<file path="src/hdl/oramPkg.sv">
// Shared tree-size constants, mixing key and rotate amount
// Seed and pad payload structs for the path seed chain

`default_nettype none

package oramPkg;

	// ----------------------------------------------------------------------
	// Tree geometry
	// ----------------------------------------------------------------------

	// Levels below the root, 16 leaves
	localparam int OramLevels = 4;
	// Heap index of any bucket in the tree
	localparam int BidWidth = OramLevels + 1;
	// Enough to count OramLevels+1 buckets of a path
	localparam int LevelWidth = $clog2(OramLevels + 1);

	// ----------------------------------------------------------------------
	// Seed and mixing
	// ----------------------------------------------------------------------

	localparam int IvWidth = 32;
	localparam int FifoDepth = 4;
	// Stand-in for the AES key
	localparam logic [IvWidth-1:0] MixKey = 32'h5a3c96e1;
	localparam int MixRotate = 13;

	// One bucket seed, 38 bits
	typedef struct packed {
		logic [IvWidth-1:0]  iv;
		logic [BidWidth-1:0] bid;
		logic                write;
	} seedT;

	// Mixed pad with its bucket tag
	typedef struct packed {
		logic [IvWidth-1:0]  pad;
		logic [BidWidth-1:0] bid;
		logic                write;
	} padT;

endpackage

`default_nettype wire

</file>
<file path="src/hdl/bucketIndexGen.sv">
// Heap index walker for one root-to-leaf path
// Steps one level per advance and reloads the leaf on restart

`default_nettype none

module bucketIndexGen import oramPkg::*; (
	input  logic                  Clock,
	input  logic                  rstN,
	input  logic                  restart,
	input  logic [OramLevels-1:0] leaf,
	input  logic                  advance,
	output logic [BidWidth-1:0]   bucketIndex
);

	// Current depth, root is level 0
	logic [LevelWidth-1:0] level;
	// Leaf bits still to be consumed, MSB first
	logic [OramLevels-1:0] leafShift;
	// Heap index of the bucket at the current level
	logic [BidWidth-1:0]   indexReg;
	logic                  stepDown;

	// No stepping past the leaf
	assign stepDown = advance && (level != LevelWidth'(OramLevels));

	// ----------------------------------------------------------------------
	// Level and index state
	// ----------------------------------------------------------------------

	always_ff @(posedge Clock) begin
		if (!rstN) begin
			level    <= '0;
			indexReg <= '0;
		end else if (restart) begin
			// Back to the root, heap index 0
			level    <= '0;
			indexReg <= '0;
		end else if (stepDown) begin
			level <= level + LevelWidth'(1);
			// Child of i is 2i+1 (left) or 2i+2 (right)
			indexReg <= (indexReg << 1) + BidWidth'(1)
				+ BidWidth'(leafShift[OramLevels-1]);
		end
	end

	// Leaf copy, next branch bit always in the MSB
	always_ff @(posedge Clock) begin
		if (restart) begin
			leafShift <= leaf;
		end else if (stepDown) begin
			leafShift <= {leafShift[OramLevels-2:0], 1'b0};
		end
	end

	// Ready as soon as the level is entered
	assign bucketIndex = indexReg;

endmodule

`default_nettype wire

</file>
<file path="src/hdl/padMixer.sv">
// Two-stage keyed mixing pipeline, seed in and pad out
// Stage one XOR key plus index, stage two rotate and XOR with IV

`default_nettype none

module padMixer import oramPkg::*; (
	input  logic Clock,
	input  logic rstN,
	input  seedT seed,
	input  logic seedValid,
	output logic seedReady,
	output padT  pad,
	output logic padValid,
	input  logic padReady
);

	// Stage one register contents
	typedef struct packed {
		logic [IvWidth-1:0]  word;
		logic [IvWidth-1:0]  iv;
		logic [BidWidth-1:0] bid;
		logic                write;
	} mixStageT;

	mixStageT           s1Data;
	logic               s1Valid;
	padT                s2Data;
	logic               s2Valid;
	logic               s1Advance;
	logic               s2Advance;
	logic [IvWidth-1:0] rotWord;

	// ----------------------------------------------------------------------
	// Stall control
	// ----------------------------------------------------------------------

	// A stage loads when its successor is empty or draining
	assign s2Advance = !s2Valid || padReady;
	assign s1Advance = !s1Valid || s2Advance;
	assign seedReady = s1Advance;

	always_ff @(posedge Clock) begin
		if (!rstN) begin
			s1Valid <= 1'b0;
			s2Valid <= 1'b0;
		end else begin
			if (s1Advance) begin
				s1Valid <= seedValid;
			end
			if (s2Advance) begin
				s2Valid <= s1Valid;
			end
		end
	end

	// ----------------------------------------------------------------------
	// Stage one, keyed add
	// ----------------------------------------------------------------------

	always_ff @(posedge Clock) begin
		if (s1Advance) begin
			// Index zero-extended before the add
			s1Data.word  <= (seed.iv ^ MixKey) + IvWidth'(seed.bid);
			s1Data.iv    <= seed.iv;
			s1Data.bid   <= seed.bid;
			s1Data.write <= seed.write;
		end
	end

	// ----------------------------------------------------------------------
	// Stage two, rotate and fold back the IV
	// ----------------------------------------------------------------------

	assign rotWord = (s1Data.word << MixRotate) | (s1Data.word >> (IvWidth - MixRotate));

	always_ff @(posedge Clock) begin
		if (s2Advance) begin
			s2Data.pad   <= rotWord ^ s1Data.iv;
			s2Data.bid   <= s1Data.bid;
			s2Data.write <= s1Data.write;
		end
	end

	// Output straight from stage two
	assign pad      = s2Data;
	assign padValid = s2Valid;

endmodule

`default_nettype wire

</file>
<file path="src/hdl/pathSeedGen.sv">
// Deterministic read/write pass sequencer for path eviction
// Path counter, shifted counter IV rule and bucket index per level

`default_nettype none

module pathSeedGen import oramPkg::*; (
	input  logic Clock,
	input  logic rstN,
	output seedT seed,
	output logic seedValid,
	input  logic seedReady
);

	// ----------------------------------------------------------------------
	// State and strobes
	// ----------------------------------------------------------------------

	// High for one cycle after reset, loads the first path
	logic                  startPulse;
	// 0 for the read pass, 1 for the write pass
	logic                  writePass;
	// Buckets transferred so far in this pass
	logic [LevelWidth-1:0] levelCnt;
	// Global path counter c
	logic [IvWidth-1:0]    pathCnt;
	logic [IvWidth-1:0]    pathCntNext;
	// c >> level for the current bucket
	logic [IvWidth-1:0]    ivShift;
	logic                  transfer;
	logic                  passDone;
	logic                  bidRestart;
	logic [BidWidth-1:0]   bucketIndex;

	assign transfer = seedValid && seedReady;

	// Last bucket of the pass leaves this cycle
	assign passDone = transfer && (levelCnt == LevelWidth'(OramLevels));

	// c moves on only once its write pass is done
	assign pathCntNext = pathCnt + IvWidth'(passDone && writePass);

	// Reload point for shifter and index walker
	assign bidRestart = startPulse || passDone;

	// ----------------------------------------------------------------------
	// Pass sequencing
	// ----------------------------------------------------------------------

	always_ff @(posedge Clock) begin
		if (!rstN) begin
			startPulse <= 1'b1;
			// Read pass first
			writePass  <= 1'b0;
			levelCnt   <= '0;
			pathCnt    <= '0;
		end else begin
			startPulse <= 1'b0;
			pathCnt    <= pathCntNext;
			if (passDone) begin
				writePass <= ~writePass;
				levelCnt  <= '0;
			end else if (transfer) begin
				levelCnt <= levelCnt + LevelWidth'(1);
			end
		end
	end

	// ----------------------------------------------------------------------
	// Shifted counter
	// ----------------------------------------------------------------------

	// Loaded with c at pass start, one shift per bucket
	// read IV is c >> l, write IV is (c >> l) + 1
	always_ff @(posedge Clock) begin
		if (bidRestart) begin
			ivShift <= pathCntNext;
		end else if (transfer) begin
			ivShift <= ivShift >> 1;
		end
	end

	// ----------------------------------------------------------------------
	// Bucket index
	// ----------------------------------------------------------------------

	// Leaf is the low bits of the counter for the coming pass
	bucketIndexGen bidGen (
		.Clock       (Clock),
		.rstN        (rstN),
		.restart     (bidRestart),
		.leaf        (pathCntNext[OramLevels-1:0]),
		.advance     (transfer),
		.bucketIndex (bucketIndex)
	);

	// ----------------------------------------------------------------------
	// Output
	// ----------------------------------------------------------------------

	// Always something to offer once started
	assign seedValid = !startPulse;

	// All fields come from state, so they hold under back-pressure
	always_comb begin
		seed.iv    = ivShift + IvWidth'(writePass);
		seed.bid   = bucketIndex;
		seed.write = writePass;
	end

endmodule

`default_nettype wire

</file>
<file path="src/hdl/pathSeedTop.sv">
// Path seed chain top level
// Generator, seed FIFO, pad mixer and pad FIFO in a line

`default_nettype none

module pathSeedTop import oramPkg::*; (
	input  logic Clock,
	input  logic rstN,
	output padT  pad,
	output logic padValid,
	input  logic padReady
);

	// ----------------------------------------------------------------------
	// Inter-block links
	// ----------------------------------------------------------------------

	// Generator to seed FIFO
	seedT genSeed;
	logic genValid;
	logic genReady;

	// Seed FIFO to mixer
	seedT bufSeed;
	logic bufValid;
	logic bufReady;

	// Mixer to pad FIFO
	padT  mixPad;
	logic mixValid;
	logic mixReady;

	// ----------------------------------------------------------------------
	// Chain
	// ----------------------------------------------------------------------

	pathSeedGen seedGen (
		.Clock     (Clock),
		.rstN      (rstN),
		.seed      (genSeed),
		.seedValid (genValid),
		.seedReady (genReady)
	);

	// Absorbs mixer stalls
	seedFifo #(
		.payloadT (seedT),
		.Depth    (FifoDepth)
	) seedBuf (
		.Clock    (Clock),
		.rstN     (rstN),
		.inData   (genSeed),
		.inValid  (genValid),
		.inReady  (genReady),
		.outData  (bufSeed),
		.outValid (bufValid),
		.outReady (bufReady)
	);

	padMixer mixer (
		.Clock     (Clock),
		.rstN      (rstN),
		.seed      (bufSeed),
		.seedValid (bufValid),
		.seedReady (bufReady),
		.pad       (mixPad),
		.padValid  (mixValid),
		.padReady  (mixReady)
	);

	// Decouples the mixer from the external sink
	seedFifo #(
		.payloadT (padT),
		.Depth    (FifoDepth)
	) padBuf (
		.Clock    (Clock),
		.rstN     (rstN),
		.inData   (mixPad),
		.inValid  (mixValid),
		.inReady  (mixReady),
		.outData  (pad),
		.outValid (padValid),
		.outReady (padReady)
	);

endmodule

`default_nettype wire

</file>
<file path="src/hdl/seedFifo.sv">
// Small valid/ready FIFO with a type parameter for the payload
// Circular buffer with read/write pointers and an occupancy count

`default_nettype none

module seedFifo import oramPkg::*; #(
	parameter type payloadT = seedT,
	parameter int  Depth    = FifoDepth
) (
	input  logic    Clock,
	input  logic    rstN,
	input  payloadT inData,
	input  logic    inValid,
	output logic    inReady,
	output payloadT outData,
	output logic    outValid,
	input  logic    outReady
);

	localparam int PtrWidth = (Depth > 1) ? $clog2(Depth) : 1;
	localparam int CntWidth = $clog2(Depth + 1);

	// Storage, no reset needed
	payloadT mem [Depth];

	logic [PtrWidth-1:0] wrPtr;
	logic [PtrWidth-1:0] rdPtr;
	logic [CntWidth-1:0] count;
	logic                doWrite;
	logic                doRead;

	// Full blocks the writer even if a read happens this cycle
	assign inReady  = (count != CntWidth'(Depth));
	assign outValid = (count != '0);
	assign outData  = mem[rdPtr];

	assign doWrite = inValid && inReady;
	assign doRead  = outValid && outReady;

	// ----------------------------------------------------------------------
	// Data path
	// ----------------------------------------------------------------------

	always_ff @(posedge Clock) begin
		if (doWrite) begin
			mem[wrPtr] <= inData;
		end
	end

	// ----------------------------------------------------------------------
	// Pointers and count
	// ----------------------------------------------------------------------

	always_ff @(posedge Clock) begin
		if (!rstN) begin
			wrPtr <= '0;
			rdPtr <= '0;
			count <= '0;
		end else begin
			if (doWrite) begin
				// Wrap works for any depth
				wrPtr <= (wrPtr == PtrWidth'(Depth - 1)) ? '0 : wrPtr + PtrWidth'(1);
			end
			if (doRead) begin
				rdPtr <= (rdPtr == PtrWidth'(Depth - 1)) ? '0 : rdPtr + PtrWidth'(1);
			end
			// Simultaneous read and write leaves count unchanged
			count <= count + CntWidth'(doWrite) - CntWidth'(doRead);
		end
	end

endmodule

`default_nettype wire

</file>
<file path="config.mk">
export PLATFORM = sky130hd
export DESIGN_NAME = pathSeedTop
export DESIGN_NICKNAME = d
export VERILOG_FILES = /design/src/hdl/oramPkg.sv /design/src/hdl/bucketIndexGen.sv /design/src/hdl/padMixer.sv /design/src/hdl/pathSeedGen.sv /design/src/hdl/pathSeedTop.sv /design/src/hdl/seedFifo.sv
export SDC_FILE = /design/constraint.sdc
export NUM_CORES = 1
export LEC_CHECK = 0
export ABC_AREA = 1
export BUFFER_PORTS_ARGS = -buffer_cell sky130_fd_sc_hd__buf_2
export CAP_MARGIN = 0
export CORE_UTILIZATION = 60
export DETAILED_ROUTE_END_ITERATION = 8
export GPL_TIMING_DRIVEN = 0
export PLACE_DENSITY = 0.88
export SETUP_SLACK_MARGIN = 0.05
export SYNTH_ARGS = -nofsm -noshare
export SYNTH_HDL_FRONTEND = slang
export SYNTH_SLANG_ARGS = --single-unit
</file>
<file path="constraint.sdc">
create_clock -name Clock -period 4.6 [get_ports Clock]
set_input_delay 0.92 -clock Clock [delete_from_list [all_inputs] [get_ports Clock]]
set_output_delay 0.92 -clock Clock [all_outputs]
set_load 0.005 [all_outputs]
</file>
Word level (Yosys, flattened, before mapping)
Memory sizes are Yosys's and may differ from the RTL's. A register that Yosys moved wholly into a read port is not among the register bits.
Cells that the tools add are included.
- register bits after elaboration: 205
- memory bits (writable): 304
- output and inout port bits: 39
- logic and storage cells: 89
- memories: 2
- $add $sub $neg: 15
- eq/ne operators: 8
- multiplexer cells: 17
- bitwise operators: 5
- reductions and logical operators: 19
- memories (memory ; words ; bits a word ; read ports ; clocked after Yosys merged registers in ; write ports ; line ; source):
    padBuf.mem ; 4 ; 38 ; 1 ; 1 ; 1 ; seedFifo.sv:24 ; payloadT mem [Depth];
    seedBuf.mem ; 4 ; 38 ; 1 ; 1 ; 1 ; seedFifo.sv:24 ;
- operators with widths (operator ; number):
    adder 32 x 1 -> 32 bit ; 2
    two-way mux 32 bit ; 2
    adder 32 x 5 -> 32 bit ; 1
    OR 32 x 13 -> 32 bit ; 1
    XOR 32 bit ; 1
    two-way mux 2 bit ; 8
    NOT 16 bit ; 1
    inequality test 3 bit, second input constant ; 3
    adder 2 x 1 -> 2 bit, second input constant ; 4
    equality test 2 bit, second input constant ; 4
    two-way mux 4 bit ; 2
    logical AND 1 bit ; 7
    adder 3 x 1 -> 3 bit ; 2
    adder 3 x 1 -> 3 bit, second input constant ; 2
    nonzero test 3 bit ; 2
    subtractor 3 x 1 -> 3 bit ; 2
    adder 5 x 1 -> 5 bit ; 1
    adder 5 x 1 -> 5 bit, second input constant ; 1
    two-way mux 1 bit ; 5
    nonzero test 2 bit ; 2
    OR reduction 2 bit ; 2
    equality test 3 bit, second input constant ; 1
    zero test 1 bit ; 3
    logical OR 1 bit ; 3
    NOT 1 bit ; 2

Longest topological paths before layout
- word-level depth: 6
- depth in mapped cells: 19
- depth with buffers taken out: 17

Hierarchy
From an unflattened synthesis, not the netlist that was laid out.
- cell total of the unflattened synthesis: 1934
- area total of the unflattened synthesis: 21931.0 um^2
- by module, submodules not included (module ; times used ; cells an instance ; area an instance (um^2) ; sequential area each (um^2)):
    seedFifo at seedBuf ; 1 ; 431 ; 6134.6 ; 4744.6
    seedFifo at padBuf ; 1 ; 431 ; 6123.4 ; 4744.6
    padMixer ; 1 ; 404 ; 4775.8 ; 3283.1
    pathSeedGen ; 1 ; 590 ; 4302.9 ; 1701.6
    bucketIndexGen ; 1 ; 78 ; 594.3 ; 280.3

Worst setup path after synthesis
OpenSTA, ideal clock, no wires.
- path type: flip-flop to flip-flop
- from: register padBuf.count[1]
- to: register seedBuf.count[2]
- arrival: 3.633 ns
- data required time: 4.528 ns
- slack: 0.895 ns
- stages on the path, launching flop included: 13
- period minus slack after synthesis: 3.705 ns
- cells stage by stage: dfxtp_1 > inv_1 > nand3_1 > nor2_1 > nand2_1 > nand2_1 > inv_1 > ha_1 > inv_1 > ha_1 > fa_1 > or2_2 > a21oi_1
- cells in the longest elaborated chain, start to end: 5
- ends and longest elaborated chain (element ; line ; source):
    start: declaration ; seedFifo.sv:28 ; logic [CntWidth-1:0] count;
    start signal: assignment ; seedFifo.sv:68 ; count <= count + CntWidth'(doWrite) - CntWidth'(doRead);
    inequality test 3 bit ; seedFifo.sv:33 ; assign inReady = (count != CntWidth'(Depth));
    logical OR 1 bit ; padMixer.sv:38 ; assign s2Advance = !s2Valid || padReady;
    logical OR 1 bit ; padMixer.sv:39 ; assign s1Advance = !s1Valid || s2Advance;
    logical AND 1 bit ; seedFifo.sv:38 ; assign doRead = outValid && outReady;
    subtractor 3 x 1 -> 3 bit ; seedFifo.sv:68 ;
    end signal: assignment ; seedFifo.sv:68 ;
    end: declaration ; seedFifo.sv:28 ;
No other way between the ends.
A chain may end at the register's enable or synchronous reset.

==> metrics <==
status=finished, violations left; failing checks=DRC; drt drc=7; die area=37200 µm²; Clock Sinks=513; Diodes inserted=0; vias per cell=5.78; DR WL met2=25900 µm; Top Metal Used=met4; PortBufs=40; mux contribution to synthesized area=0%; period utilisation layout=81.6%; post-synth top area cell=edfxtp_1; wire per inst=19.5 µm; Nets=2109; pre-CTS setup slack=0.923 ns; final number of setup-violating endpoints=0; min-delay worst type=reg2reg; Commonest cells post-synth=nand2_1, edfxtp_1, nor2_1; H-tree depth=2; initial core utilization=61.2%; Ports=42; Util after Layout=68.7%; Final Hold Viols=0; Pwr per Cell Area=621 nW/µm²; Main synth FF type=edfxtp_1; CTS Root Cell=clkbuf_16; wl on met1=18500 µm; top-count cell post-synth=nand2_1; Synth Area per Inst=11.1 µm²; final std cells w/o fill=2578; Seq/Total Area, Yosys=67.4%; adder-cell share of the synthesized area=1.88%; Post-synth EDFFs=448; post-synthesis cell count=1974; Simple-Gate Fraction of Synth Area=16.9%; share of cells above drive strength 1=9.49%; final slew viol count=0; # hold bufs at CTS=0; Area contributors post-synth=edfxtp_1, nand2_1, dfxtp_1; Clock Skews=0.0207 ns; XOR/XNOR Fraction of Synth Area=4.24%; Yosys cell types=41; static leakage=9.35 nW; crit path kind=reg2reg; Critical Path End Type=flip-flop; area grow syn2layout=12.2%; synthesis-stage register bit count=513; Tmin final=3.75 ns; Async S/R FF share, synth=0%; Critical Path AT=4.06 ns; Synth Area in Compound Gates=5.28%; post_cts resized=0; startpoint types=flip-flop; met3 wire len=3800 µm; Worst EP required=4.91 ns; DR pass1 iterations=8; largest net degree at the start of global routing=73; clk buf depth=3; via count=14900; Final GP Congestion=0.935; max_cap viols=0; postcts setup bufs=0; Die Ht=193 µm; cts bufs inserted=50; vias in the first global route=14900; Die Wd=193 µm; worst vdd ir=327 µV; placed insts=2483; Critical Path Fanout Max=10; Peak Freq=0.266 GHz; setup ws final=0.845 ns; Antenna Nets Post-Route=0; fillcell total=2432; Synth Warn #=0; slew margin rel.=38.7%; initial antenna violation count=0; Synthesized Nets=2008; CTS tree=done; RSZ-0062 raised after global routing=no; Least-Margin Pin Slew=0.919 ns; Mapped Area=21900 µm²; global-route wire length before repair=78200 µm; placed wire-length estimate=34100 µm; Reg clk slew, reported paths=0.06 ns; largest family of logic cells by synthesized area=simple AND/OR/NAND/NOR gates; Routed WL=50400 µm; GRT Overall Usage=27.5%; GR Overflow Total=0; Clock Latency Late Sink=0.58 ns; Synth top area share=61.5%; CORE AREA=35700 µm²; setup_tns=0 ns; DRT iter0 DRCs=1484; Row Count=69
==> worst max-delay path, stage by stage, from the launching register on <==
cell and delay [ns]:
dfxtp_1 0.33, buf_6 0.16, clkbuf_1 0.52, clkbuf_1 0.40
o21ai_0 0.15, o22ai_1 0.34, ha_1 0.26, fa_1 0.23
nand2_1 0.06, nand2_1 0.10, nand3_1 0.12, nand2_1 0.09
nand2_1 0.15, nor2_1 0.29, nand3_1 0.11, nand2_1 0.07
nand2_1 0.10
==> power breakdown <==
part	leakage [nW]	switching (mW)	total [mW]	internal, mW
Clock	0.803	1.73	4.06	2.33
Combinational	3.67	2.83	4.12	1.29
Sequential	4.87	0.549	7.05	6.51
==> area by class of cell <==
type | instances | area (µm²) | area share [%]
buffer | 67 | 374 | 1.52
clock buffer | 69 | 1370 | 5.59
clock inverter | 25 | 255 | 1.04
inverter | 146 | 553 | 2.25
multi-input combinational | 1248 | 6270 | 25.5
sequential | 513 | 14800 | 60.1
tap | 461 | 577 | 2.35
timing repair buffer | 49 | 388 | 1.58
==> sequential cells by signal, summed over array words and instances (netlist names), named ones only <==
register	flops
mixer.s1Valid	1
seedGen.bidGen.level	3
mixer.pad	38
seedBuf.rdPtr	2
seedGen.bidGen.bucketIndex	5
seedGen.pathCnt	32
seedBuf.wrPtr	2
seedGen.bidGen.leafShift	4
mixer.s1Data	70
mixer.padValid	1
padBuf.mem	152
seedBuf.count	3
seedGen.levelCnt	3
seedGen.startPulse	1
seedGen.ivShift	32
seedBuf.mem	152
padBuf.rdPtr	2
seedGen.writePass	1
padBuf.wrPtr	2
padBuf.count	3
==> placed cells by master, fill, tap and decap left out, drive strengths merged, types with 2 or more instances in the layout <==
master,Yosys,layout
nor4,4,4
buf,30,79
nand2,502,502
clkinv,1,17
dfxtp,65,65
clkbuf,37,106
nor2,249,249
o211a,2,2
xor2,91,91
nand4,17,17
a211oi,2,2
bufinv,0,4
o21ai,132,132
o22ai,49,49
nand3b,3,3
nor3b,3,3
a21oi,24,24
nand3,94,94
nor3,17,17
fa,3,3
ha,28,28
or2,8,8
inv,145,150
xnor2,15,15
edfxtp,448,448
==> through the flow <==
step                      power [mW]  hold WS, ns  instance area (µm²)
final                           15.2        0.431                24500
after global routing            15.9        0.439                24500
after CTS                       15.2        0.432                24500
after detailed placement        11.1        0.434                22900
after global placement          10.8        0.406                22700
after floorplan                 9.56        0.400                21900
==> routing by layer <==
layer / vias up / global-route usage [%]
met3: 148 / 4.04
met4: 0 / 12.1
met2: 736 / 50.2
met5: - / 0
li1: 6919 / -
met1: 7109 / 32.3
==> cells by family after synthesis <==
family / Yosys count
AO/OA/AOI/OAI: 212
XOR/XNOR: 106
AND/OR/NAND/NOR: 899
adder cells (fa/ha/maj): 31
buffers and inverters: 213
flip-flops: 513
==> worst paths after layout <==
path                                   from                    endpoint  slack, ns  depth (start not counted)
setup / recovery                  flip-flop  mixer.s1Data[62]$_DFFE_PN_       0.85                         16
hold / removal    mixer.s1Data[1]$_DFFE_PN_      mixer.pad[1]$_DFFE_PP_       0.43                          0
setup reg to reg                  flip-flop  mixer.s1Data[62]$_DFFE_PN_       0.85                         16
hold reg to reg   mixer.s1Data[1]$_DFFE_PN_      mixer.pad[1]$_DFFE_PP_       0.43                          0
Note: power is estimated with default switching activity, not from simulation.
